## src/pixel_arb_cfg.svh

```systemverilog
// Pixel arbiter configuration
// Array geometry, address widths and group counter width shared by
// the packages and the RTL of the first-level address-event readout

`ifndef PIXEL_ARB_CFG_SVH
`define PIXEL_ARB_CFG_SVH

// Pixel array geometry
`define PIX_ROWS    4                   // Rows in the pixel matrix
`define PIX_COLS    4                   // Columns in the pixel matrix

// Address field widths
`define PIX_ROW_AW  2                   // Bits to address one row
`define PIX_COL_AW  2                   // Bits to address one column

// Group numbering
`define PIX_GRP_W   8                   // Wrapping group counter width

`endif

```

## src/pixel_event_pkg.sv

```systemverilog
// Pixel data types
// Request and grant matrix, pixel address and the tagged address
// event produced by the readout

`include "pixel_arb_cfg.svh"

package pixel_event_pkg;

    // One bit per pixel, indexed [row][col]
    typedef logic [`PIX_ROWS-1:0][`PIX_COLS-1:0] pix_matrix_t;

    // Pixel address as carried on the event bus
    typedef struct packed
    {
        logic [`PIX_ROW_AW-1:0] row;    // Row index
        logic [`PIX_COL_AW-1:0] col;    // Column index
    } pix_addr_t;

    // Address event tagged with its group number
    typedef struct packed
    {
        pix_addr_t              addr;   // Granted pixel
        logic [`PIX_GRP_W-1:0]  grp;    // Group the grant belongs to
    } pix_event_t;

endpackage : pixel_event_pkg

```

## src/event_encoder.sv

```systemverilog
// Event encoder
// Registers each grant as an address event tagged with the current
// group number and turns grp_done into the group release strobe

`timescale 1ns/1ps

`include "pixel_arb_cfg.svh"

module event_encoder
    import pixel_event_pkg::*;
(
    input  logic        clk_i,                      // System clock
    input  logic        reset_i,                    // Async reset, active high
    input  logic        gnt_valid_i,                // Grant strobe
    input  pix_addr_t   gnt_addr_i,                 // Granted pixel
    input  logic        grp_done_i,                 // Group finished
    output logic        event_valid_o,              // Event strobe
    output pix_event_t  event_o,                    // Tagged address event
    output logic        grp_release_o               // Group release strobe
);

    logic [`PIX_GRP_W-1:0] grp_cnt_q;               // Current group number

    always_ff @(posedge clk_i or posedge reset_i)
    begin
        if (reset_i)
        begin
            event_valid_o <= 1'b0;
            grp_release_o <= 1'b0;
            grp_cnt_q     <= '0;                    // First group is 0
        end
        else
        begin
            event_valid_o <= gnt_valid_i;
            grp_release_o <= grp_done_i;
            if (grp_done_i)
                grp_cnt_q <= grp_cnt_q + 1'b1;      // Wraps at PIX_GRP_W
        end
    end

    always_ff @(posedge clk_i)
    begin
        if (gnt_valid_i)
            event_o <= '{addr: gnt_addr_i, grp: grp_cnt_q};
    end

endmodule : event_encoder

```

## config.mk

```make
export PLATFORM = sky130hd
export DESIGN_NAME = event_encoder
export DESIGN_NICKNAME = d
export VERILOG_FILES = /design/src/pixel_event_pkg.sv /design/src/event_encoder.sv
export VERILOG_INCLUDE_DIRS = /design/src
export SDC_FILE = /design/constraint.sdc
export NUM_CORES = 1
export LEC_CHECK = 0
export BUFFER_PORTS_ARGS = -buffer_cell sky130_fd_sc_hd__buf_4
export CAP_MARGIN = 20
export CORE_UTILIZATION = 48
export CTS_CLUSTER_SIZE = 16
export DETAILED_ROUTE_END_ITERATION = 16
export HOLD_SLACK_MARGIN = 0.03
export PLACE_DENSITY = 0.75
export SLEW_MARGIN = 20
export SYNTH_ARGS = -nofsm -noshare
export SYNTH_HDL_FRONTEND = slang
export SYNTH_SLANG_ARGS = --single-unit
```

## constraint.sdc

```tcl
create_clock -name clk_i -period 1.4 [get_ports clk_i]
set_input_delay 0.07 -clock clk_i [delete_from_list [all_inputs] [get_ports clk_i]]
set_output_delay 0.07 -clock clk_i [all_outputs]
set_load 0.01 [all_outputs]
```

==> results by group <==
Yosys
  – Yosys reg bits: 22
  – Cell taking the most area after synthesis: edfxtp_1
  – Register area share after synthesis: 0.808
  – Most common library cells after synthesis: edfxtp_1 (12), dfrtp_1 (10), xnor2_1 (4)
  – Synth area leaders: edfxtp_1 (48%), dfrtp_1 (33%), xnor2_1 (4.6%)
  – Cells after Synth: 41
  – Mean post-synth cell area: 18.4 µm²
  – Post-synth top area share: 0.477
  – Async set-reset flop share out of synthesis: 0.455
  – Post-Syn Area: 756 µm²
  – Count leader, synth: edfxtp_1
  – Top FF cell, synth: edfxtp_1
  – Ys Warns: 0
  – Syn Nets: 50
  – Post-synth EDFFs: 12
  – Synth unique cells: 13

Layout
  – Post-route cell area: 0.00102 mm²
  – Post-Layout Cell Count: 87
  – Layout area overhead: 35.6%
  – Final nets: 83
  – Layout cells sized above 1: 0.375
  – Filler cell count: 81
  – N_diodes: 0

Setup path
  – Crit path DAT: 1290 ps
  – Crit path max-delay family: flip-flops
  – Startpoint Class: flip-flop
  – Critical Path Slowest Stage Cell: dfrtp_1
  – Reg-to-reg startpoint: grp_cnt_q[0]
  – CP max stage delay: 450 ps
  – Critical path buffer and inverter count: 0
  – CP Capture Type: flip-flop
  – Largest fanout on the critical path: 4
  – Crit Path Class: flip-flop to flip-flop
  – Required @ worst endpoint: 1590 ps
  – Critical path origin: grp_cnt_q[0]
  – CP cell instances: ha_1 -> mux2_2

Worst hold path
  – Worst min path class: primary input to async pin

Clock tree
  – Total CTS buffers: 3
  – H-tree lvl count: 1
  – Clock tree sinks: 22
  – Clock root cell: clkbuf_4
  – Register clock-pin slew on the reported worst setup and hold paths: 110 ps
  – Clock Path Buffers: 2
  – CTS tree: done
  – Post_cts resized: 0
  – Clk_lat worst skew: 290 ps

STA
  – Final count of negative-setup-slack endpoints: 0
  – Setup TNS: 0 ps
  – Fin worst setup slack: 295 ps
  – Minimum clock period: 1100 ps
  – Max-slew headroom: 0.744
  – Final hold vios: 0
  – Max frequency: 0.905 GHz
  – Unrepaired setup endpoints after global routing: no
  – Clock Skew: 7.26 ps
  – Worst-Margin Slew: 384 ps
  – Final Max Slew Viols: 0
  – Tcrit/Tclk final: 0.789

Detailed routing
  – Post-DR vias/cell: 5.00
  – Residual DRC: 0
  – Average wire per cell in the routed design: 13.2 µm
  – First-pass DRT Iterations: 4
  – Vias: 435
  – Final wirelength: 1150 µm
  – Remaining antenna violation count: 0
  – DR iter-0 viols: 3

Flow run
  – Max cap viols: 0

Floorplanning
  – DIE WIDTH: 41.7 µm
  – Die Footprint: 0.00174 mm²
  – Core area: 0.00138 mm²
  – Row count: 13
  – Initial Util: 0.547
  – I/O pins: 22
  – Die outline height: 41.7 µm

Global route
  – Largest net degree at the start of global routing: 14
  – Initial antenna violation count: 0
  – GRT overflow: 0
  – First-pass GRT wire length: 1970 µm
  – Number of global-route vias before repair: 437
  – Gr usage total: 0.146

Power
  – Overall power: 1.63 mW
  – Maximum VDD drop: 0.00103 V
  – Cell leakage power: 0.452 nW
  – Cell Pwr Density: 1590 mW/mm²

Status
  – Outcome: finished, final reports clean

Placed design
  – Setup WS pre-CTS: 301 ps
  – GPL Wtd Cong: 0.732
  – Cells after DPL: 77
  – Placed cell areas: 932 µm²
  – Port Buffer Count: 21
worst paths after layout:
check | endpoint | slack, ps | cells past startpoint
min in group clk_i | grp_cnt_q[7] | 480 | 1
worst max register to register | grp_cnt_q[1] | 300 | 2
worst max-delay path | grp_cnt_q[1] | 300 | 2
worst min register to register | grp_cnt_q[7] | 480 | 1
max in group asynchronous | grp_cnt_q[7] | 810 | 3
worst min-delay path | grp_cnt_q[0] | 310 | 3
logic make-up after synthesis:
| family | synth area share |
|---|---|
| simple gates | 0.0745 |
| fa+ha+maj | 0.0166 |
| flops | 0.808 |
| buf+inv | 0.00496 |
| xor+xnor | 0.0811 |
| mux | 0.0149 |
tightest hold or removal path, stage by stage:
cell and delay (ps):
dlygate4sd3_1 540, buf_4 130, inv_1 290
layout by cell type (no fill, tap or decap), drive strengths merged:
cell type,instances
clkbuf,3
dfrtp,10
nor3,1
nor2,1
buf,21
inv,1
and3,1
dlygate4sd3,7
edfxtp,12
nand2,3
mux2,1
xor2,3
nand4,3
xnor2,4
ha,1
layer usage:
metal  routed length (µm)  vias up  track usage
li1                     -      207            -
met1                  504      210        0.187
met2                  558       18        0.259
met3                   82        0       0.0348
met4                    0        0       0.0194
met5                    0        -            0
power by group:
part           switching, mW  leakage, nW  internal [mW]
clock network          0.163       0.0138         0.0998
registers              0.144        0.242          0.881
logic                  0.142        0.196          0.203
area by class of cell:
class | instances | area, µm² | share of cell area
multi-input combinational | 18 | 141 | 0.138
tap | 15 | 18.8 | 0.0183
timing repair buffer | 28 | 228 | 0.222
inverter | 1 | 3.75 | 0.00366
clock buffer | 3 | 22.5 | 0.0220
sequential | 22 | 611 | 0.596
per-stage QoR:
| step | hold WS, ps | util |
|---|---|---|
| 2_1_floorplan | -89.8 | - |
| 3_3_place_gp | 66.8 | 0.674 |
| 3_5_place_dp | 80.8 | 0.674 |
| 4_1_cts | 315 | 0.741 |
| 5_1_grt | 359 | 0.741 |
| 6_report | 310 | 0.741 |
state kept, by name, indices dropped and copies added (netlist names):
signal / count
grp_release_o: 1
grp_cnt_q: 8
event_valid_o: 1
event_o: 12
what timing repair did:
item,in CTS,in global routing
buffers inserted,0,0
hold endpoints to repair,17,0
hold buffers,7,0
Note: power is estimated with default switching activity, not from simulation.
